File: src/glyph_rom.hex
// glyph rows at code*16 + row*2, byte 3 spare plane, bytes 2..0 planes 2..0
// four words per line: row 2k, pad, row 2k+1, pad
11ff00ff 00000000 22810081 00000000
33810081 00000000 44810081 00000000
55810081 00000000 66810081 00000000
77810081 00000000 88ff00ff 00000000
0a183c18 00000000 0b383c38 00000000
0c181818 00000000 0d18ff18 00000000
0e181818 00000000 0f18ff18 00000000
107e7e7e 00000000 11000000 00000000
00aa55aa 00000000 0055aa55 00000000
00aa55aa 00000000 0055aa55 00000000
00aa55aa 00000000 0055aa55 00000000
00aa55aa 00000000 0055aa55 00000000
c3800180 00000000 c3400240 00000000
c3200420 00000000 c3100810 00000000
c3081008 00000000 c3042004 00000000
c3024002 00000000 c3018001 00000000
5a0f0ff0 00000000 5a1e1ee1 00000000
5a3c3cc3 00000000 5a787887 00000000
5af0f00f 00000000 5ae1e11e 00000000
5ac3c33c 00000000 5a878778 00000000
99fe3c00 00000000 99c066c6 00000000
99c066ce 00000000 99fc66de 00000000
99c07ef6 00000000 99c066e6 00000000
99fe66c6 00000000 997c0000 00000000

File: src/char_pkg.sv
// char_pkg constants for raster, map and glyph fields, plus cpu_bus_if and video_pos_if
`timescale 1ns/1ps

package char_pkg;

    // raster, in pixels and lines
    localparam int POS_W     = 9;       // hdump / vdump width
    localparam int H_TOTAL   = 384;
    localparam int V_TOTAL   = 262;
    localparam int H_VISIBLE = 320;
    localparam int V_VISIBLE = 224;
    localparam int HS_START  = 336;     // hs high for HS_START <= h < HS_END
    localparam int HS_END    = 368;
    localparam int VS_START  = 240;
    localparam int VS_END    = 243;

    // clock enables
    localparam int CEN_DIV = 4;         // clocks per pxl_cen
    localparam int CEN_W   = $clog2(CEN_DIV);

    // character map, 32 rows x 64 cols of 16-bit words
    localparam int MAP_AW = 11;
    localparam int DATA_W = 16;
    localparam int LANES  = DATA_W / 8; // byte lanes, one dsn bit each

    // map word fields
    localparam int CODE_MSB = 7;        // code[8] is tied low
    localparam int CODE_W   = 9;
    localparam int ATTR_LSB = 8;        // priority + 3 palette bits
    localparam int ATTR_MSB = 11;
    localparam int ATTR_W   = ATTR_MSB - ATTR_LSB + 1;

    // glyph rom: code, glyph row, word select
    localparam int ROM_AW      = 13;
    localparam int ROM_DW      = 32;
    localparam int ROM_LATENCY = 2;
    localparam int LAT_W       = $clog2(ROM_LATENCY + 1);
    localparam string ROM_FILE = "/design/src/glyph_rom.hex";

    // pixel = attr followed by one bit per plane
    localparam int PLANES  = 3;
    localparam int PLANE_W = 8;         // 8 pixels per plane byte
    localparam int PXL_W   = ATTR_W + PLANES;

endpackage


// raster position and enables from the timing block
interface video_pos_if import char_pkg::*; ();
    logic             pxl_cen;
    logic             pxl2_cen;
    logic [POS_W-1:0] hdump;
    logic [POS_W-1:0] vdump;

    modport source (output pxl_cen, pxl2_cen, hdump, vdump);
    modport sink   (input pxl_cen, pxl2_cen, hdump, vdump);
endinterface

File: src/video_timing.sv
// video_timing: pixel clock enables, raster counters, sync and blank
`timescale 1ns/1ps

module video_timing import char_pkg::*; (
    input  logic        rst,
    input  logic        clk,
    video_pos_if.source pos,
    output logic        hs,
    output logic        vs,
    output logic        blank
);

    logic [CEN_W-1:0] cen_cnt;     // free running divider
    logic [POS_W-1:0] h_next;
    logic [POS_W-1:0] v_next;
    logic             h_wrap;

    // enables, pxl2 every 2 clocks and pxl on every other pxl2
    always_ff @(posedge clk or posedge rst) begin
        if (rst) begin
            cen_cnt      <= '0;
            pos.pxl2_cen <= 1'b0;
            pos.pxl_cen  <= 1'b0;
        end else begin
            cen_cnt      <= cen_cnt + 1'b1;   // CEN_DIV is a power of two
            pos.pxl2_cen <= cen_cnt[0];
            pos.pxl_cen  <= cen_cnt == CEN_W'(CEN_DIV - 1);
        end
    end

    assign h_wrap = pos.hdump == POS_W'(H_TOTAL - 1);

    // next raster position
    always_comb begin
        h_next = h_wrap ? '0 : pos.hdump + 1'b1;
        v_next = pos.vdump;
        if (h_wrap) begin
            // line done, step to next line
            v_next = (pos.vdump == POS_W'(V_TOTAL - 1)) ? '0 : pos.vdump + 1'b1;
        end
    end

    // decodes use the next position so they line up with hdump/vdump
    always_ff @(posedge clk or posedge rst) begin
        if (rst) begin
            pos.hdump <= '0;
            pos.vdump <= '0;
            hs        <= 1'b0;
            vs        <= 1'b0;
            blank     <= 1'b1;
        end else if (pos.pxl_cen) begin
            pos.hdump <= h_next;
            pos.vdump <= v_next;
            hs        <= h_next >= POS_W'(HS_START) && h_next < POS_W'(HS_END);
            vs        <= v_next >= POS_W'(VS_START) && v_next < POS_W'(VS_END);
            // active area is top left corner
            blank     <= !(h_next < POS_W'(H_VISIBLE) && v_next < POS_W'(V_VISIBLE));
        end
    end

endmodule
File: src/flat_wrapper.sv
// flat-port wrapper written by rule: the top's interface ports become plain ports
module video_timing_flat import char_pkg::*;
  (rst, clk, hs, vs, blank, pos_pxl_cen, pos_pxl2_cen, pos_hdump, pos_vdump);
  video_pos_if pos_i ();
  input  logic rst;
  input  logic clk;
  output logic hs;
  output logic vs;
  output logic blank;
  output wire logic [$bits(pos_i.pxl_cen)-1:0] pos_pxl_cen;
  output wire logic [$bits(pos_i.pxl2_cen)-1:0] pos_pxl2_cen;
  output wire logic [$bits(pos_i.hdump)-1:0] pos_hdump;
  output wire logic [$bits(pos_i.vdump)-1:0] pos_vdump;
  assign pos_pxl_cen = pos_i.pxl_cen;
  assign pos_pxl2_cen = pos_i.pxl2_cen;
  assign pos_hdump = pos_i.hdump;
  assign pos_vdump = pos_i.vdump;
  video_timing u_core (.rst(rst), .clk(clk), .pos(pos_i), .hs(hs), .vs(vs), .blank(blank));
endmodule
File: config.mk
export PLATFORM = sky130hd
export DESIGN_NAME = video_timing_flat
export DESIGN_NICKNAME = d
export VERILOG_FILES = /design/src/char_pkg.sv /design/src/video_timing.sv /design/src/flat_wrapper.sv
export SDC_FILE = /design/constraint.sdc
export NUM_CORES = 1
export LEC_CHECK = 0
export ABC_AREA = 1
export BUFFER_PORTS_ARGS = -buffer_cell sky130_fd_sc_hd__buf_2
export CAP_MARGIN = 40
export CELL_PAD_IN_SITES_DETAIL_PLACEMENT = 0
export CELL_PAD_IN_SITES_GLOBAL_PLACEMENT = 1
export CORE_UTILIZATION = 36
export DETAILED_ROUTE_END_ITERATION = 10
export PLACE_DENSITY_LB_ADDON = 0.1
export SLEW_MARGIN = 20
export SYNTH_ARGS = -nofsm -noshare
export SYNTH_HDL_FRONTEND = slang
export SYNTH_SLANG_ARGS = --single-unit
File: constraint.sdc
create_clock -name clk -period 1.4 [get_ports clk]
set_input_delay 0.21 -clock clk [delete_from_list [all_inputs] [get_ports clk]]
set_output_delay 0.21 -clock clk [all_outputs]
set_load 0.02 [all_outputs]
; ---- Word level (Yosys, flattened, before mapping)
; Index checks and enable logic that the tools add are counted.
[op_classes]
add_sub_neg = 3
n_lt_le_gt_ge = 6
eq_ne = 3
muxes = 3
reduce_logical = 4
[op_table]
columns = cell, count
row1 = 9-bit 2-to-1 mux, 3
row2 = 9-bit by 1-bit adder with 9-bit output (second input constant), 2
row3 = 9-bit equality test (second input constant), 2
row4 = 9-bit by 8-bit < comparator with 1-bit output (second input constant), 2
row5 = 9-bit < comparator (second input constant), 2
row6 = 9-bit by 8-bit >= comparator with 1-bit output (second input constant), 1
row7 = 9-bit >= comparator (second input constant), 1
row8 = 1-bit logical AND, 3
row9 = 2-bit by 1-bit adder with 2-bit output (second input constant), 1
row10 = 2-bit equality test (second input constant), 1
row11 = 1-bit logical NOT, 1
[word_totals]
register_bits = 25
input_bits = 2
out_inout_bits = 23
word_cells = 27

; ---- Logic depth before layout (Yosys ltp)
[depth]
word_depth = 6
depth_mapped = 13
mapped_depth_nobuf = 13

; ---- Worst setup path before layout
; No wires, ideal clock.
[synth_timing]
path_type = reg-to-reg
start = register u_core.pos.hdump[0]
end = register u_core.vs
setup_ns = 0.116
arrival_ns = 1.513
required_time_ns = 1.284
setup_slack_ns = -0.229
stages_incl_launch_ff = 13
n_path_buf = 0
synth_period_minus_slack_ns = 1.629
cell_sequence = dfrtp_1 > ha_1 > nand2_1 > nor2_4 > nand2_2 > nor2_8 > nand3_1 > nand2_1 > nand2_1 > inv_1 > nor2_1 > nand2_1 > nand2_1
[synth_via]
elab_chain_len = 4
elab_cells_between_ends = 5
cone_classes = 2 x order compare / 1 x eq/ne / 1 x mux / 1 x reduce/logical
[synth_lines]
columns = item, line_no
row1 = from (decl), char_pkg.sv:55  ; modport source (output pxl_cen, pxl2_cen, hdump, vdump);
row2 = from (signal assigned), video_timing.sv:52  ; pos.hdump <= h_next;
row3 = 9-bit equality test (*), video_timing.sv:31  ; assign h_wrap = pos.hdump == POS_W'(H_TOTAL - 1);
row4 = 9-bit 2-to-1 mux (*), video_timing.sv:37  ; if (h_wrap) begin
row5 = 9-bit by 8-bit >= comparator with 1-bit output or 9-bit by 8-bit < comparator with 1-bit output (tied branches), video_timing.sv:55  ; vs <= v_next >= POS_W'(VS_START) && v_next < POS_W'(VS_END);
row6 = 1-bit logical AND (*), video_timing.sv:55
row7 = to (signal assigned), video_timing.sv:55
row8 = to (decl), video_timing.sv:9  ; output logic vs,
; Mark *: on every way between the ends. The rest lies on a longest branch, timed or not.
; A chain may end at the register's enable or synchronous reset.

; ---- Final worst setup path
[layout_timing]
start = register u_core.pos.hdump[1]
end = register u_core.vs
; The elaborated chain is that of the path after synthesis.

==> results_tabular.tex <==
\begin{tabular}{lr}
\hline
Metric & Value \\
\hline
\multicolumn{2}{l}{\textbf{Status}} \\
\quad Result of the run & finished with violations \\
\quad Violated checks & negative setup slack \\
\multicolumn{2}{l}{\textbf{Die}} \\
\quad Die width & 68.3 um \\
\quad Starting density of the core & 38.4\% \\
\quad Number of primary I/O pins & 25 \\
\quad Height of the chip & 68.3 um \\
\quad Full die area & 4660 sq um \\
\quad Number of standard-cell rows in the floorplan & 23 \\
\quad Core ar. & 4120 sq um \\
\multicolumn{2}{l}{\textbf{Logic synthesis}} \\
\quad Compound-gate portion of the synthesized area & 6.65\% \\
\quad Syn\_area\_per\_cell & 6.97 sq um \\
\quad Number of synthesized register bits & 25 \\
\quad Register area share after synthesis & 39.6\% \\
\quad Ys async rst share & 100\% \\
\quad Cell Area, Synth & 1580 sq um \\
\quad Cell type with the highest aggregate area in the netlist & dfrtp\_1 \\
\quad Count of warnings emitted by yosys & 0 \\
\quad Synth Net Count & 233 \\
\quad Multiplexer share of the synthesized area & 0\% \\
\quad Synthesized instance count & 227 \\
\quad Share of the synthesized area in the top cell type & 38.0\% \\
\quad Top cells by area in the synthesized netlist & dfrtp\_1 38\%, nand2\_1 19\%, nand3\_1 7.0\%, inv\_1 6.4\%, nor2\_1 5.2\% \\
\quad Predominant post-synthesis flop cell & dfrtp\_1 \\
\quad Number of enable flip-flop cells after synthesis & 0 \\
\quad Area share of xor/xnor cells in the synthesized design & 2.22\% \\
\quad Synth cell types & 24 \\
\quad Dominant combinational cell family by area after synthesis & simple AND/OR/NAND/NOR gates \\
\quad Simple logic cell fraction of the synthesized area & 40.7\% \\
\quad Share of synthesized cell area in full adder, half adder and majority cells & 3.16\% \\
\multicolumn{2}{l}{\textbf{Route}} \\
\quad Vias after detailed routing & 1702 \\
\quad Count of TritonRoute iterations in the first routing pass & 4 \\
\quad Via density & 4.86 \\
\quad Routed Antenna Nets & 0 \\
\quad Violation count after the first detailed-routing iteration & 130 \\
\quad Routed Wire Length & 4450 um \\
\quad WL/cell & 12.7 um \\
\quad DRC & 0 \\
\multicolumn{2}{l}{\textbf{Setup path}} \\
\quad Data arrival, critical path & 1.74 ns \\
\quad Category of the worst setup path capture point & flop \\
\quad Worst path buffer plus inverter count & 1 \\
\quad Worst setup path start & u\_core.pos.hdump[1] \\
\quad Cell type group with the largest total delay on the critical path & simple AND/OR/NAND/NOR gates \\
\quad Worst path cell trace & ha\_4 > nand2\_4 > nor2\_4 > nand2\_4 > nor2\_8 > buf\_4 > nand2\_4 > nand4\_1 > nor2\_2 > nand2\_1 > nand2\_1 \\
\quad Element type at the critical path start & flop \\
\quad Worst reg2reg setup slack & -0.17 ns \\
\quad Slowest cell on the critical path & dfrtp\_2 \\
\quad Reg2reg path depth & 11 \\
\quad Worst Setup Path Type & reg2reg \\
\quad Reg2Reg Capture Point & u\_core.vs \\
\quad Reg-to-Reg Start & u\_core.pos.hdump[1] \\
\quad Maximum fanout encountered on the critical timing path & 7 \\
\quad Longest individual stage delay on the worst path & 0.40 ns \\
\quad Most common cell type on the critical path & nand2\_4 \\
\quad Worst path required time & 1.57 ns \\
\multicolumn{2}{l}{\textbf{Layout}} \\
\quad Fraction of layout cells with a size suffix above 1 & 41.7\% \\
\quad Fillers & 425 \\
\quad Area overhead of the layout relative to synthesis & 48.8\% \\
\quad Number of nets at the end of the flow & 307 \\
\quad Diode insertion count for antenna repair & 0 \\
\quad Count of placed standard cells in the final layout, fillers left out & 350 \\
\multicolumn{2}{l}{\textbf{STA}} \\
\quad Worst slew margin relative to its limit & 76.0\% \\
\quad Final hold violations & 0 \\
\quad Total of endpoints with negative setup slack in the final report & 13 \\
\quad Crit share post-route & 112\% \\
\quad Clock Skews & 0.00521 ns \\
\quad Max frequency & 635 MHz \\
\quad Fin. max-slew vios & 0 \\
\quad Unrepaired setup endpoints after global routing & true \\
\quad Smallest setup slack after layout & -0.175 ns \\
\quad Shortest clock period the worst path allows after layout & 1.57 ns \\
\quad Worst-Margin Slew & 0.359 ns \\
\multicolumn{2}{l}{\textbf{Clocking}} \\
\quad Buffer levels on the longest clock path & 2 \\
\quad Max H-tree Level & 1 \\
\quad Clock insertion delay at the later pin of the skew report & 0.27 ns \\
\quad TritonCTS clock tree & built \\
\quad Number of clock sinks & 25 \\
\quad Root buffer cell & clkbuf\_8 \\
\quad Number of clock buffers inserted by TritonCTS & 3 \\
\quad Clock-pin slew of the registers on the worst-case setup and hold paths & 0.09 ns \\
\multicolumn{2}{l}{\textbf{Min path}} \\
\quad Min-delay worst type & reg2reg \\
\quad Worst Hold End & u\_core.pos.pxl2\_cen \\
\quad Depth of the worst hold-timing path & 0 \\
\quad Worst hold path startpoint & u\_core.cen\_cnt[0] \\
\multicolumn{2}{l}{\textbf{GRT}} \\
\quad Global Route met1 Usage & 28.1\% \\
\quad Vias in the first global route & 1567 \\
\quad GRT busiest layer & met2 \\
\quad Wire length of the first global-routing pass & 7170 um \\
\quad Total grt overflow & 0 \\
\quad Antenna violations before repair & 0 \\
\quad Gr usage total & 20.8\% \\
\quad Met2 demand-to-capacity share in global routing & 34.8\% \\
\quad GR Util met3 & 2.50\% \\
\quad Maximum number of pins on one net before global-route repair & 26 \\
\multicolumn{2}{l}{\textbf{Power}} \\
\quad Leakage power total & 0.00125 uW \\
\quad Power Total & 1180 uW \\
\quad Power Dens Cells & 503 nW/um\^{}2 \\
\quad Worst vdd ir & 0.337 mV \\
\multicolumn{2}{l}{\textbf{Placed design}} \\
\quad Weighted congestion at the end of routability-driven global placement & 0.827 \\
\quad PortBufs & 24 \\
\quad Worst slack after detailed placement & -0.282 ns \\
\quad HPWL after detailed placement & 3230 um \\
\quad Placed cell count & 337 \\
\multicolumn{2}{l}{\textbf{Flow run}} \\
\quad Number of max-capacitance violations reported & 0 \\
\hline
\end{tabular}
-- worst reg2reg max path: stages, from the launching register on --
cell and delay [ns]:
dfrtp_2 0.40, ha_4 0.16, nand2_4 0.06, nor2_4 0.16
nand2_4 0.09, nor2_8 0.14, buf_4 0.14, nand2_4 0.04
nand4_1 0.11, nor2_2 0.06, nand2_1 0.06, nand2_1 0.04
-- repair_timing --
| item | CTS | global route |
|---|---|---|
| hold buffers | 1 | 0 |
| pin swaps | 14 | 11 |
| setup buffers | 6 | 4 |
| endpoints found under the setup margin | 10 | 19 |
| resized for setup | 23 | 23 |
| hold endpoints to repair | 24 | 0 |
-- state kept, by name (all words and copies together), names as in the netlist --
signal,count
u_core.blank,1
u_core.cen_cnt,2
u_core.hs,1
u_core.pos.hdump,9
u_core.pos.pxl2_cen,1
u_core.pos.pxl_cen,1
u_core.pos.vdump,9
u_core.vs,1
-- synthesized netlist by cell type, drive strengths merged (2+ instances only) --
master,instances
a21oi,2
clkbuf,3
dfrtp,24
ha,4
inv,28
nand2,84
nand3,24
nand4,6
nor2,27
o21ai,15
o22ai,2
xor2,3
-- layout make-up --
cell class	instances	area, sq um	share of cell area, %
clock buffers	4	45.0	1.91
inverters	28	105	4.47
multi-input cells	170	996	42.3
flip-flops and latches	25	636	27.0
well taps	50	62.6	2.66
repair buffers	73	509	21.6
-- kinds of logic after synthesis --
family	Yosys count
buf+inv	32
simple gates	142
compound gates	20
fa+ha+maj	4
flops	25
xor+xnor	4
-- metrics by stage --
step,area (sq um),hold WS [ns],util (%),setup TNS (ns)
global placement,2090,0.283,50.7,-0.856
global route,2350,0.449,57.2,-2.03
floorplan,1620,0.236,-,-0.230
finish,2350,0.424,57.2,-0.683
detailed placement,2090,0.290,50.7,-0.983
CTS,2270,0.428,55.1,-0.667
-- where the power goes --
part	switching (uW)	internal [uW]
sequential	0	721
clock	237	204
combinational	15.3	4.86
total	253	930
-- how the worst max path moves through the flow --
stage                            to  slack, ns  cells past startpoint
final                     u_core.vs      -0.17                     11
after detailed placement  u_core.vs      -0.28                     12
after global placement    u_core.vs      -0.25                     12
after global routing      u_core.vs      -0.27                     11
after CTS                 u_core.vs      -0.15                     12
after floorplan           u_core.vs      -0.11                     12
-- routing by layer --
metal	part of all wire (%)	vias up
li1	-	871
met1	48	795
met2	48	32
met3	3.1	4
met4	0.79	0
met5	0	-
-- cell usage in the layout, fill, tap and decap left out, drive strengths merged --
cell type and count:
a21oi 2, buf 72, clkbuf 4, dfrtp 24, dfstp 1, dlygate4sd3 1, ha 4, inv 28
nand2 84, nand3 24, nand4 6, nor2 27, nor3 1, o211ai 1, o21ai 15, o22ai 2
xnor2 1, xor2 3
Power figures use the tool's default switching activity.
