--- src/glyph_rom.hex ---
// glyph rows at code*16 + row*2, byte 3 spare plane, bytes 2..0 planes 2..0
// four words per line: row 2k, pad, row 2k+1, pad
11ff00ff 00000000 22810081 00000000
33810081 00000000 44810081 00000000
55810081 00000000 66810081 00000000
77810081 00000000 88ff00ff 00000000
0a183c18 00000000 0b383c38 00000000
0c181818 00000000 0d18ff18 00000000
0e181818 00000000 0f18ff18 00000000
107e7e7e 00000000 11000000 00000000
00aa55aa 00000000 0055aa55 00000000
00aa55aa 00000000 0055aa55 00000000
00aa55aa 00000000 0055aa55 00000000
00aa55aa 00000000 0055aa55 00000000
c3800180 00000000 c3400240 00000000
c3200420 00000000 c3100810 00000000
c3081008 00000000 c3042004 00000000
c3024002 00000000 c3018001 00000000
5a0f0ff0 00000000 5a1e1ee1 00000000
5a3c3cc3 00000000 5a787887 00000000
5af0f00f 00000000 5ae1e11e 00000000
5ac3c33c 00000000 5a878778 00000000
99fe3c00 00000000 99c066c6 00000000
99c066ce 00000000 99fc66de 00000000
99c07ef6 00000000 99c066e6 00000000
99fe66c6 00000000 997c0000 00000000

--- src/char_pkg.sv ---
// char_pkg constants for raster, map and glyph fields, plus cpu_bus_if and video_pos_if
`timescale 1ns/1ps

package char_pkg;

    // raster, in pixels and lines
    localparam int POS_W     = 9;       // hdump / vdump width
    localparam int H_TOTAL   = 384;
    localparam int V_TOTAL   = 262;
    localparam int H_VISIBLE = 320;
    localparam int V_VISIBLE = 224;
    localparam int HS_START  = 336;     // hs high for HS_START <= h < HS_END
    localparam int HS_END    = 368;
    localparam int VS_START  = 240;
    localparam int VS_END    = 243;

    // clock enables
    localparam int CEN_DIV = 4;         // clocks per pxl_cen
    localparam int CEN_W   = $clog2(CEN_DIV);

    // character map, 32 rows x 64 cols of 16-bit words
    localparam int MAP_AW = 11;
    localparam int DATA_W = 16;
    localparam int LANES  = DATA_W / 8; // byte lanes, one dsn bit each

    // map word fields
    localparam int CODE_MSB = 7;        // code[8] is tied low
    localparam int CODE_W   = 9;
    localparam int ATTR_LSB = 8;        // priority + 3 palette bits
    localparam int ATTR_MSB = 11;
    localparam int ATTR_W   = ATTR_MSB - ATTR_LSB + 1;

    // glyph rom: code, glyph row, word select
    localparam int ROM_AW      = 13;
    localparam int ROM_DW      = 32;
    localparam int ROM_LATENCY = 2;
    localparam int LAT_W       = $clog2(ROM_LATENCY + 1);
    localparam string ROM_FILE = "/design/src/glyph_rom.hex";

    // pixel = attr followed by one bit per plane
    localparam int PLANES  = 3;
    localparam int PLANE_W = 8;         // 8 pixels per plane byte
    localparam int PXL_W   = ATTR_W + PLANES;

endpackage


// raster position and enables from the timing block
interface video_pos_if import char_pkg::*; ();
    logic             pxl_cen;
    logic             pxl2_cen;
    logic [POS_W-1:0] hdump;
    logic [POS_W-1:0] vdump;

    modport source (output pxl_cen, pxl2_cen, hdump, vdump);
    modport sink   (input pxl_cen, pxl2_cen, hdump, vdump);
endinterface

--- src/char_layer.sv ---
// char_layer: tile fetch, glyph addressing and plane shifter for the text layer
`timescale 1ns/1ps

module char_layer import char_pkg::*; (
    input  logic              rst,
    input  logic              clk,
    video_pos_if.sink         pos,
    output logic [MAP_AW-1:0] scan_addr,
    input  logic [DATA_W-1:0] scan,
    output logic [ROM_AW-1:0] char_addr,
    input  logic [ROM_DW-1:0] char_data,
    input  logic              char_ok,
    output logic [PXL_W-1:0]  pxl
);

    logic [DATA_W-1:0]              scan_q;   // map word, steady copy
    logic [CODE_W-1:0]              code;     // glyph of the tile being fetched
    logic [ATTR_W-1:0]              attr0;    // attr waiting for its glyph
    logic [ATTR_W-1:0]              attr;     // attr of the tile on screen
    logic [PLANES-1:0][PLANE_W-1:0] planes;   // shift registers, msb out
    logic                           tile_end;

    // map row from vdump, map column from hdump
    assign scan_addr = {pos.vdump[7:3], pos.hdump[8:3]};
    // code, glyph row, word select always low
    assign char_addr = {code, pos.vdump[2:0], 1'b0};

    assign tile_end = pos.hdump[2:0] == 3'd7;

    // ram output moves every clock, sample it at mid pixel
    always_ff @(posedge clk) begin
        if (pos.pxl2_cen) begin
            scan_q <= scan;
        end
    end

    always_ff @(posedge clk or posedge rst) begin
        if (rst) begin
            code   <= '0;
            attr0  <= '0;
            attr   <= '0;
            planes <= '0;
        end else if (pos.pxl_cen) begin
            if (tile_end) begin
                // next tile into the fetch stage
                code  <= {1'b0, scan_q[CODE_MSB:0]};
                attr0 <= scan_q[ATTR_MSB:ATTR_LSB];
                // previous tile goes on screen
                attr  <= attr0;
                for (int p = 0; p < PLANES; p++) begin
                    // rom not ready shows as colour 0
                    planes[p] <= char_ok ? char_data[p*PLANE_W +: PLANE_W] : '0;
                end
            end else begin
                for (int p = 0; p < PLANES; p++) begin
                    planes[p] <= planes[p] << 1;  // next pixel to msb
                end
            end
        end
    end

    // char_data[31:24] is a fourth plane, unused by this layer
    assign pxl = {attr,
                  planes[2][PLANE_W-1],
                  planes[1][PLANE_W-1],
                  planes[0][PLANE_W-1]};

endmodule

--- src/flat_wrapper.sv ---
// flat-port wrapper written by rule: the top's interface ports become plain ports
module char_layer_flat import char_pkg::*;
  (rst, clk, scan_addr, scan, char_addr, char_data, char_ok, pxl, pos_pxl_cen, pos_pxl2_cen, pos_hdump, pos_vdump);
  video_pos_if pos_i ();
  input  logic rst;
  input  logic clk;
  output logic [MAP_AW-1:0] scan_addr;
  input  logic [DATA_W-1:0] scan;
  output logic [ROM_AW-1:0] char_addr;
  input  logic [ROM_DW-1:0] char_data;
  input  logic char_ok;
  output logic [PXL_W-1:0] pxl;
  input wire logic [$bits(pos_i.pxl_cen)-1:0] pos_pxl_cen;
  input wire logic [$bits(pos_i.pxl2_cen)-1:0] pos_pxl2_cen;
  input wire logic [$bits(pos_i.hdump)-1:0] pos_hdump;
  input wire logic [$bits(pos_i.vdump)-1:0] pos_vdump;
  assign pos_i.pxl_cen = pos_pxl_cen;
  assign pos_i.pxl2_cen = pos_pxl2_cen;
  assign pos_i.hdump = pos_hdump;
  assign pos_i.vdump = pos_vdump;
  char_layer u_core (.rst(rst), .clk(clk), .pos(pos_i), .scan_addr(scan_addr), .scan(scan), .char_addr(char_addr), .char_data(char_data), .char_ok(char_ok), .pxl(pxl));
endmodule
--- config.mk ---
export PLATFORM = sky130hd
export DESIGN_NAME = char_layer_flat
export DESIGN_NICKNAME = d
export VERILOG_FILES = /design/src/char_pkg.sv /design/src/char_layer.sv /design/src/flat_wrapper.sv
export SDC_FILE = /design/constraint.sdc
export NUM_CORES = 1
export LEC_CHECK = 0
export CORE_UTILIZATION = 27
export DETAILED_ROUTE_END_ITERATION = 8
export DONT_BUFFER_PORTS = 1
export PLACE_DENSITY = 0.46
export SYNTH_ARGS = -nofsm -noshare
export SYNTH_HDL_FRONTEND = slang
export SYNTH_SLANG_ARGS = --single-unit
--- constraint.sdc ---
create_clock -name clk -period 1.1 [get_ports clk]
set_input_delay 0.11 -clock clk [delete_from_list [all_inputs] [get_ports clk]]
set_output_delay 0.11 -clock clk [all_outputs]
set_load 0.02 [all_outputs]
==> After elaboration in Yosys (flattened, before gate mapping) <==
Cells that the tools add are included.
W data, S select, Z words.
{ "totals": {"register_bits": 52, "output_inout_bits": 31} }
{ "op_classes": {"eq_ne": 1, "n_mux": 4, "n_reduce_logical": 1} }
{ "ops": {"columns": ["cell", "count"], "rows": [
  ["$mux W24", 1],
  ["$mux W8", 3],
  ["$eq A3 B3 Y1 const B", 1],
  ["$reduce_and A2 Y1", 1]
]} }

==> Logic depth before layout (Yosys ltp) <==
Gate-level depths: netlist (run 1).
{ "logic_depth": {"depth_word": 2, "mapped_depth": 5} }

==> Least setup slack after synthesis (run 1) <==
OpenSTA, ideal clock, no wires.
{ "synth_timing": {"kind": "input -> register", "from": "input port pos_hdump[1]", "to": "register u_core.attr0[3]", "t_arrival_ps": 972, "required_time_ps": 975, "setup_slack_ps": 3, "path_stages": 5, "path_cell_list": "and3_1 buf_4 nand2_4 buf_6 mux2_4"} }
{ "synth_via": {"elab_chain_len": 2} }
{ "synth_rtl": {"columns": ["element", "line", "text"], "rows": [
  ["start, declared", "flat_wrapper.sv:15", "input wire logic [$bits(pos_i.hdump)-1:0] pos_hdump;"],
  ["$eq A3 B3 Y1", "char_layer.sv:28", "assign tile_end = pos.hdump[2:0] == 3'd7;"],
  ["$reduce_and A2 Y1 (no line)", null, null],
  ["end signal, assigned", "char_layer.sv:47", "attr0 <= scan_q[ATTR_MSB:ATTR_LSB];"],
  ["end, declared", "char_layer.sv:18", "logic [ATTR_W-1:0] attr0;"]
]} }
No other way between the ends.
A chain may end at the register's enable or synchronous reset.

==> Final worst setup path (run 1) <==
{ "layout_timing": {"from": "register u_core.planes, in the netlist u_core.pxl[2]", "to": "output port pxl[2]"} }
{ "layout_lines": {"columns": ["element", "line", "text"], "rows": [
  ["start, declared", "char_layer.sv:20", "logic [PLANES-1:0][PLANE_W-1:0] planes;"],
  ["start signal, assigned by index", "char_layer.sv:52", "planes[p] <= char_ok ? char_data[p*PLANE_W +: PLANE_W] : '0;"],
  ["start signal, assigned by index", "char_layer.sv:56", "planes[p] <= planes[p] << 1;"],
  ["end, declared", "flat_wrapper.sv:12", "output logic [PXL_W-1:0] pxl;"]
]} }
No word-level cell between the ends.

==> results.ini, run 1 <==
[status]
outcome = finished with violations
violations = hold timing

[setup_path]
cp_cell_sequence = buf_4
cp_max_fo = 2
arrival_ns = 0.84
crit_required_ns = 0.99
path_class = register to primary output
startpoint = u_core.pxl[2]
cp_slowest_cell = dfrtp_1
crit_buf_inv = 1
cp_top_family = flip-flops
endpoint_kind = primary output
worst_setup_path_start_kind = register
critical-path-max-stage-delay_ns = 0.39
rr_startpoint = u_core.code[4]

[global_routing]
overflow = 0
first_global_vias = 1301
grt_pass1_wl_um = 6930
grt.total_usage = 0.105
grt_max_degree = 50
grt_antenna_before_repair = 0

[sta]
grt_setup_unrepaired = false
slew-limit-headroom = 0.588
whs_ns = -0.0993
period_share = 0.867
period_needed_ns = 0.954
setup_viol = 0
fmax_mhz = 1050
worstMarginPinSlew_ns = 0.618
hold_viol = 24
finClkSkew_ns = 0.00303
drv_slew = 0

[final_layout]
multi_input_area_um2 = 676
num-fill-cells = 797
n_antenna_cell = 0
area_delta_synth_final_pct = 13.8
layout-drive-gt1-share = 0.167
post-route-util = 0.325
seq_area_mm2 = 0.00136
final_nets = 268

[floorplanning]
initial_core_util = 0.286
fp.dieArea_mm2 = 0.00872
die_w_um = 93.4
die_h_um = 93.4
core_area_mm2 = 0.00789
rows = 32
io_pins = 102

[synthesis]
syn_area_per_cell_um2 = 11.3
seq_area_frac_synth = 0.603
yosysTopAreaCellShare = 0.444
ys_seq_elements = 52
synthCells = 199
synth_warnings = 0
synthDistinctLibCells = 18
netlist_area_mm2 = 0.00226
yosys-top-cells-area = dfrtp_1 (44%), edfxtp_1 (16%), buf_4 (6.7%), mux2_4 (6.7%), a31oi_1 (5.8%)
synth_top_cell_by_area = dfrtp_1

[routing]
routed_wl_um = 4430
drtIter0Drc = 56
vias = 1318
drtAntennaViolNets = 0
viasPerCell = 4.39
drcViolationCount = 0
detail_route.first_pass.iterations = 4
wl_per_cell_um = 14.8

[clocking]
ctsHoldBuffers = 14
clkSlewWorstSetupHoldPaths_ns = 0.10
cts_buffers = 5
cts_tree = yes
h-tree-depth = 2
root_buffer = clkbuf_8
clock-sinks = 52
clk_path_buf_depth = 2
clock_latency_ns = 0.29

[placed_design]
port-buffer-count = 0
globalplace.congestion = 0.642
dp_hpwl_um = 2830

[power_and_ir_drop]
p_per_area_mw_per_mm2 = 1940
ir_worst_vdd_mv = 0.665
p_leak_nw = 1.09

[worst_hold_path]
min_from = pos_pxl_cen
hold_class = input port to register

[run]
cap_violations = 0

-- final cells by class --
cell class | count | share of cell area
clock buffers | 5 | 0.0268
clock inverters | 3 | 0.0351
inverters | 4 | 0.00585
multi-input cells | 112 | 0.263
flip-flops and latches | 52 | 0.530
well taps | 102 | 0.0497
repair buffers | 22 | 0.0887
-- Yosys cell counts --
cell and count:
dfrtp_1 40, nand2_1 25, nand3_1 22, a31oi_1 21, nor2_1 21, buf_4 20
edfxtp_1 12, mux2_4 10, mux2_2 6, buf_2 4, clkbuf_1 4, inv_1 4
buf_1 3, o22ai_1 3, and3_1 1, buf_6 1, conb_1 1, nand2_4 1
-- metal layers --
layer	track usage	vias up	share of wire
li1	-	660	-
met1	0.148	614	0.50
met2	0.154	40	0.43
met3	0.0285	4	0.060
met4	0.0346	0	0.0086
met5	0	-	0
-- power breakdown --
group          internal, mW  total, mW  switching [mW]
Combinational         0.365      0.648           0.283
Sequential             2.28       2.57           0.285
Clock                  1.14       1.76           0.621
Total                  3.79       4.97            1.19
-- kinds of logic (layout without fill, tap and decap cells) --
logic type,count (synthesis),count (layout),synth area share
DFF,52,52,0.603
and+or+nand+nor,70,70,0.133
muxes,16,16,0.0965
AOI/OAI and AO/OA,24,24,0.0666
buffers and inverters,36,34,0.0987
other,1,2,0.00166
-- flip-flops by register name (all words and copies together) (netlist names) --
signal	cells
u_core.attr	4
u_core.pxl	3
u_core.scan_q	12
u_core.code	8
u_core.attr0	4
u_core.planes	21
-- path summary, 6_finish.rpt --
| check | to | slack (ns) | cells past startpoint |
|---|---|---|---|
| setup / recovery | pxl[2] | 0.15 | 1 |
| hold / removal | u_core.planes[2] | -0.1 | 1 |
| min in group asynchronous | u_core.code[0] | 0.29 | 3 |
| max in group asynchronous | u_core.code[5] | 0.62 | 3 |
| setup reg to reg | u_core.code[4] | 0.23 | 1 |
| hold reg to reg | u_core.attr0[2] | 0.48 | 1 |
-- placed cells by master, fill, tap and decap left out, drive strengths merged, types with 5 or more instances in the layout --
| master | Yosys | layout |
|---|---|---|
| a31oi | 21 | 21 |
| buf | 28 | 8 |
| clkbuf | 4 | 5 |
| dfrtp | 40 | 40 |
| dlygate4sd3 | 0 | 13 |
| edfxtp | 12 | 12 |
| mux2 | 16 | 16 |
| nand2 | 26 | 26 |
| nand3 | 22 | 22 |
| nor2 | 21 | 21 |
-- metrics by stage --
step | std cells | total power [mW] | instance area (µm²) | TNS (ns) | setup slack (ns)
floorplan | 200 | 3.15 | 2260 | 0 | 0.00307
global placement | 278 | 3.21 | 2260 | -0.00906 | -0.00177
detailed placement | 278 | 3.23 | 2260 | -0.0423 | -0.00876
CTS | 300 | 5.07 | 2560 | 0 | 0.0134
global route | 300 | 5.22 | 2570 | 0 | 0.0936
finish | 300 | 4.97 | 2570 | 0 | 0.146
-- what timing repair did --
action	in CTS	in global routing
resized for setup	0	1
endpoints found under the hold margin	88	24
endpoints found under the setup margin	0	12
buffers inserted	0	0
Note: power is estimated with default switching activity, not from simulation.
==> run 2, diff against run 1 <==
--- a/config.mk
+++ b/config.mk
@@ -5,10 +5,10 @@
 export SDC_FILE = /design/constraint.sdc
 export NUM_CORES = 1
 export LEC_CHECK = 0
-export CORE_UTILIZATION = 27
+export CORE_UTILIZATION = 55
 export DETAILED_ROUTE_END_ITERATION = 8
 export DONT_BUFFER_PORTS = 1
-export PLACE_DENSITY = 0.46
+export PLACE_DENSITY = 0.76
 export SYNTH_ARGS = -nofsm -noshare
 export SYNTH_HDL_FRONTEND = slang
 export SYNTH_SLANG_ARGS = --single-unit
==> run 2 against run 1 <==
The flow still finishes with violations (hold timing); clock skew increased by 0.0017 ns; die area down 50%; clock-buffer cell count is 1 higher; first-iteration DRC count up 91%; sequential share of layout area increased by 4.5 points; cell area is 7.9% lower; largest cell class unchanged.
==> results.ini, run 2 (synthesis results as in run 1) <==
[status]
outcome = finished with violations
violations = hold timing

[sta]
whs_ns = -0.0975  ; +0.00178 ns
period_needed_ns = 1.06  ; +0.103 ns
finClkSkew_ns = 0.00472  ; +0.00169 ns
period_share = 0.961  ; +0.0937
worstMarginPinSlew_ns = 0.554  ; -0.0640 ns
setup_slack_ns = 0.0429  ; -0.103 ns
setup_viol = 0  ; unchanged
grt_setup_unrepaired = false
slew-limit-headroom = 0.629  ; +0.0415
fin_setup_tns_ns = 0  ; unchanged
drv_slew = 0  ; unchanged
fmax_mhz = 946  ; -9.7%
hold_viol = 24  ; unchanged

[final_layout]
final_common_cell = dfrtp_1
n_antenna_cell = 0  ; unchanged
num-fill-cells = 312  ; -61%
regMostFlops = u_core.planes
final_nets = 263  ; -1.9%
area_delta_synth_final_pct = 4.77
final_area_mm2 = 0.00236  ; -7.9%
top_regs = u_core.planes x21, u_core.scan_q x12, u_core.code x8
layout-drive-gt1-share = 0.140  ; -0.0268
largest_reg_flops = 21  ; unchanged
mostFrequentLayoutCells = dfrtp_1 (40), nand2_1 (25), nand3_1 (22)

[routing]
detail_route.first_pass.iterations = 4  ; unchanged
drcViolationCount = 0  ; unchanged
wl_per_cell_um = 16.5  ; +12%
drtAntennaViolNets = 0  ; unchanged
drtIter0Drc = 107  ; +91%
viasPerCell = 5.82  ; +33%
routed_wl_um = 3980  ; -10%
vias = 1403  ; +6.4%

[setup_path]
cp_cell_sequence = dlygate4sd3_1
endpoint_kind = register
path_class = input port to register
cp_top_family = buffers and inverters
reg2reg_depth = 1  ; unchanged
critical-path-max-stage-delay_ns = 0.89  ; +0.50 ns
crit_required_ns = 1.04  ; +0.05 ns
worst_setup_path_start_kind = input port
cp_max_fo = 12  ; +10
cp.depth = 1  ; unchanged
arrival_ns = 1.00  ; +0.16 ns
crit_buf_inv = 1  ; unchanged
cp_slowest_cell = dlygate4sd3_1

[clocking]
cts_tree = yes
root_buffer = clkbuf_8
clock_latency_ns = 0.30  ; about the same
h-tree-depth = 2  ; unchanged
clock-sinks = 52  ; unchanged
clk_path_buf_depth = 2  ; unchanged
ctsHoldBuffers = 14  ; unchanged
cts_buffers = 5  ; unchanged
clkSlewWorstSetupHoldPaths_ns = 0.09  ; about the same
post_cts_buffers = 0  ; unchanged

[power_and_ir_drop]
p_leak_nw = 1.02  ; -7.1%
p_total_mw = 4.20  ; -16%
ir_worst_vdd_mv = 0.985  ; +48%
p_switching_mw = 1.17  ; -1.9%
internal-power_mw = 3.03  ; -20%
p_clk_frac = 0.253  ; -0.100
power_frac_seq = 0.632  ; +0.116
p_per_area_mw_per_mm2 = 1780  ; -8.4%
comb_power_share = 0.115  ; -0.015
switching_share = 0.278  ; +0.0391

[global_routing]
first_global_vias = 1362  ; +4.7%
grt_max_degree = 50  ; unchanged
grt.total_usage = 0.203  ; +0.0980
grt_pass1_wl_um = 6520  ; -5.9%
grt_antenna_before_repair = 0  ; unchanged
overflow = 0  ; unchanged

[floorplanning]
die_h_um = 66.0  ; -29%
io_pins = 102  ; unchanged
core_area_mm2 = 0.00380  ; -52%
initial_core_util = 0.594  ; +0.308
die_w_um = 66.0  ; -29%
fp.dieArea_mm2 = 0.00436  ; -50%
rows = 22  ; -31%

[placed_design]
dp_hpwl_um = 2610  ; -7.8%
dp_slack_ns = 0.0174  ; +0.0262 ns
port-buffer-count = 0  ; unchanged
placed_area_mm2 = 0.00213  ; -5.7%
globalplace.congestion = 0.737  ; +15%

[worst_hold_path]
hold_class = input port to register
worstHoldPathCells = 1  ; unchanged

[run]
cap_violations = 0  ; unchanged

==> run 2: cell types whose count changed in the layout (fill, tap and decap cells not counted) <==
cell / delta
dlymetal6s4s_1: -1
clkinvlp_4: +1
dlygate4sd3_1: +1
clkbuf_1: +1
inv_1: +1
bufinv_16: -3
buf_4: -3
clkinv_1: -1
clkinv_4: +1
buf_12: -2
==> run 2: cell type report <==
class | count | area [µm²] | area share
sequential | 52 | 1360 | 0.576
multi-input combinational | 112 | 676 | 0.286
timing repair buffer | 17 | 163 | 0.0688
clock buffer | 6 | 72.6 | 0.0307
tap | 48 | 60.1 | 0.0254
clock inverter | 2 | 16.3 | 0.00688
inverter | 4 | 15.0 | 0.00635
==> run 2: power groups by stage <==
stage / Clock, mW / Sequential, mW / Combinational, mW
after floorplan: 0 / 2.61 / 0.546
after global placement: 0 / 2.68 / 0.414
after CTS: 1.08 / 2.66 / 0.489
after global routing: 1.18 / 2.69 / 0.540
after detailed placement: 0 / 2.69 / 0.441
final: 1.06 / 2.65 / 0.482
==> run 2: worst paths after layout <==
kind                                   start  slack (ns)                 to
setup / recovery                pos_pxl2_cen        0.04   u_core.scan_q[0]
hold reg to reg            u_core.scan_q[11]        0.49    u_core.attr0[3]
hold / removal                   pos_pxl_cen        -0.1  u_core.planes[10]
max in group asynchronous                rst        0.38   u_core.planes[0]
min in group asynchronous                rst        0.37     u_core.code[4]
setup reg to reg              u_core.attr[0]        0.23     u_core.attr[0]
==> run 2: layer usage <==
metal | part of all wire | track usage
met1 | 0.42 | 0.254
met2 | 0.48 | 0.309
met3 | 0.070 | 0.0586
met4 | 0.036 | 0.122
met5 | 0 | 0
==> run 2: repair_timing <==
action | CTS | global route
hold endpoints to repair | 88 | 24
endpoints found under the setup margin | 0 | 0
resized for setup | 0 | 0
==> run 2: per-stage QoR <==
| step | utilization | std cells |
|---|---|---|
| 6_report | 0.622 | 241 |
| 5_1_grt | 0.622 | 241 |
| 4_1_cts | 0.622 | 241 |
| 3_5_place_dp | 0.562 | 219 |
| 3_3_place_gp | 0.562 | 219 |
| 2_1_floorplan | - | 200 |
==> run 3, diff against run 2 <==
--- a/config.mk
+++ b/config.mk
@@ -5,10 +5,12 @@
 export SDC_FILE = /design/constraint.sdc
 export NUM_CORES = 1
 export LEC_CHECK = 0
-export CORE_UTILIZATION = 55
+export CELL_PAD_IN_SITES_DETAIL_PLACEMENT = 1
+export CELL_PAD_IN_SITES_GLOBAL_PLACEMENT = 1
+export CORE_UTILIZATION = 46
 export DETAILED_ROUTE_END_ITERATION = 8
 export DONT_BUFFER_PORTS = 1
-export PLACE_DENSITY = 0.76
+export PLACE_DENSITY = 0.83
 export SYNTH_ARGS = -nofsm -noshare
 export SYNTH_HDL_FRONTEND = slang
 export SYNTH_SLANG_ARGS = --single-unit
==> run 3 against run 2 <==
The flow still finishes with violations (hold timing); utilization fell by 11 points; combinational power increased by 11%; maximum frequency is 1.2% lower; cell count up 8.3%; wire length up 11%; clock-buffer cell count unchanged; flip-flop and latch count unchanged; clock skew increased by 0.0026 ns; sequential power is essentially flat; setup slack worse by 0.013 ns; critical endpoint is now u_core.scan_q[4]; largest cell class unchanged.
==> results.ini, run 3 (synthesis results as in run 1) <==
[worst_hold_path]
worstHoldPathCells = 1  ; unchanged
hold_class = input port to register
min_to = u_core.planes[0]
min_from = pos_pxl_cen

[sta]
fin_setup_tns_ns = 0  ; unchanged
whs_ns = -0.110  ; -0.0121 ns
period_share = 0.973  ; +0.0118
setup_viol = 0  ; unchanged
fmax_mhz = 935  ; -1.2%
drv_slew = 0  ; unchanged
grt_setup_unrepaired = false
finClkSkew_ns = 0.00728  ; +0.00256 ns
hold_viol = 24  ; unchanged
period_needed_ns = 1.07  ; +0.0129 ns
slew-limit-headroom = 0.505  ; -0.125
worstMarginPinSlew_ns = 0.738  ; +0.184 ns

[power_and_ir_drop]
p_switching_mw = 1.22  ; +4.3%
internal-power_mw = 3.05  ; +0.74%
p_total_mw = 4.27  ; +1.7%
power_frac_seq = 0.620  ; -0.012
p_leak_nw = 1.02  ; +0.57%
ir_worst_vdd_mv = 0.701  ; -29%
comb_power_share = 0.125  ; +0.010
p_per_area_mw_per_mm2 = 1770  ; -0.13%
switching_share = 0.285  ; +0.00694
p_clk_frac = 0.255  ; +0.002

[floorplanning]
core_area_mm2 = 0.00472  ; +24%
io_pins = 102  ; unchanged
die_h_um = 72.0  ; +9.1%
initial_core_util = 0.478  ; -0.116
rows = 25  ; +14%
fp.dieArea_mm2 = 0.00519  ; +19%
die_w_um = 72.0  ; +9.1%

[clocking]
clk_path_buf_depth = 2  ; unchanged
cts_tree = yes
ctsHoldBuffers = 14  ; unchanged
cts_buffers = 5  ; unchanged
clock_latency_ns = 0.31  ; about the same
post_cts_buffers = 0  ; unchanged
cts_resized = 0  ; unchanged
root_buffer = clkbuf_8
h-tree-depth = 2  ; unchanged
clock-sinks = 52  ; unchanged
clkSlewWorstSetupHoldPaths_ns = 0.09  ; about the same

[final_layout]
num-fill-cells = 497  ; +59%
largest_reg_flops = 21  ; unchanged
final_common_cell = dfrtp_1
final_cells = 261  ; +8.3%
mostFrequentLayoutCells = dfrtp_1 (40), nand2_1 (25), nand3_1 (22)
top_regs = u_core.planes x21, u_core.scan_q x12, u_core.code x8
n_antenna_cell = 0  ; unchanged
regMostFlops = u_core.planes
layout-drive-gt1-share = 0.144  ; +0.00443
area_delta_synth_final_pct = 6.71
final_nets = 264  ; +0.38%

[routing]
detail_route.first_pass.iterations = 4  ; unchanged
routed_wl_um = 4430  ; +11%
viasPerCell = 5.20  ; -11%
drtAntennaViolNets = 0  ; unchanged
wl_per_cell_um = 17.0  ; +2.6%
drcViolationCount = 0  ; unchanged
drtIter0Drc = 59  ; -45%
vias = 1357  ; -3.3%

[setup_path]
path_class = input port to register
crit_required_ns = 1.05  ; about the same
crit_buf_inv = 1  ; unchanged
rr_startpoint = u_core.code[4]
cp_slowest_cell = dlygate4sd3_1
r2r_end = u_core.code[4]
cp.depth = 1  ; unchanged
cp_top_family = buffers and inverters
critical-path-max-stage-delay_ns = 0.91  ; +0.02 ns
endpoint_kind = register
cp_max_fo = 12  ; unchanged
reg2reg_depth = 1  ; unchanged
worst_setup_path_start_kind = input port
cp_cell_sequence = dlygate4sd3_1
arrival_ns = 1.02  ; +0.02 ns
r2r_slack_ns = 0.21  ; -0.02 ns

[placed_design]
globalplace.congestion = 0.717  ; -2.7%
dp_cells = 239  ; +9.1%
port-buffer-count = 0  ; unchanged
dp_hpwl_um = 2960  ; +13%

[status]
violations = hold timing
outcome = finished with violations

[global_routing]
grt.total_usage = 0.177  ; -0.0257
grt_pass1_wl_um = 6830  ; +4.8%
grt_max_degree = 50  ; unchanged
grt_antenna_before_repair = 0  ; unchanged
overflow = 0  ; unchanged
first_global_vias = 1377  ; +1.1%

[run]
cap_violations = 0  ; unchanged

run 3: cell types whose count changed in the layout (fill, tap and decap cells not counted), sizes merged:
cell    before  now
buf          3    4
clkinv       1    2
inv          4    3
run 3: layer usage:
layer,share of wire,up-vias,track usage
met1,0.43,662,0.216
met2,0.50,38,0.288
li1,-,649,-
met4,0.019,0,0.0828
met5,0,-,0
met3,0.049,8,0.0542
run 3: area by class of cell:
type / count / area, µm² / share of cell area
sequential: 52 / 1360 / 0.565
multi-input combinational: 112 / 676 / 0.281
timing repair buffer: 18 / 183 / 0.0759
clock inverter: 2 / 16.3 / 0.00676
tap: 67 / 83.8 / 0.0348
inverter: 4 / 15.0 / 0.00624
clock buffer: 6 / 72.6 / 0.0301
run 3: through the flow:
stage / instance area (µm²) / setup WS (ns) / util
floorplan: 2260 / 0.00307 / -
global placement: 2180 / 0.0289 / 0.461
detailed placement: 2180 / 0.0343 / 0.461
CTS: 2410 / 0.0431 / 0.510
global route: 2410 / 0.00644 / 0.510
finish: 2410 / 0.0300 / 0.510
run 3: how the worst max path moves through the flow:
stage | start | endpoint | slack, ns
after CTS | pos_pxl2_cen | u_core.scan_q[9] | 0.04
after detailed placement | pos_hdump[1] | u_core.attr[1] | 0.03
after global placement | pos_hdump[1] | u_core.attr[1] | 0.03
after floorplan | pos_hdump[1] | u_core.attr0[3] | 0.003
final | pos_pxl2_cen | u_core.scan_q[4] | 0.03
after global routing | pos_pxl2_cen | u_core.scan_q[8] | 0.006
run 3: power by group through the flow:
stage	clock (mW)	sequential, mW	combinational (mW)
after floorplan	0	2.61	0.546
after global placement	0	2.66	0.467
after detailed placement	0	2.69	0.497
after CTS	1.12	2.65	0.546
after global routing	1.18	2.68	0.593
final	1.09	2.65	0.535
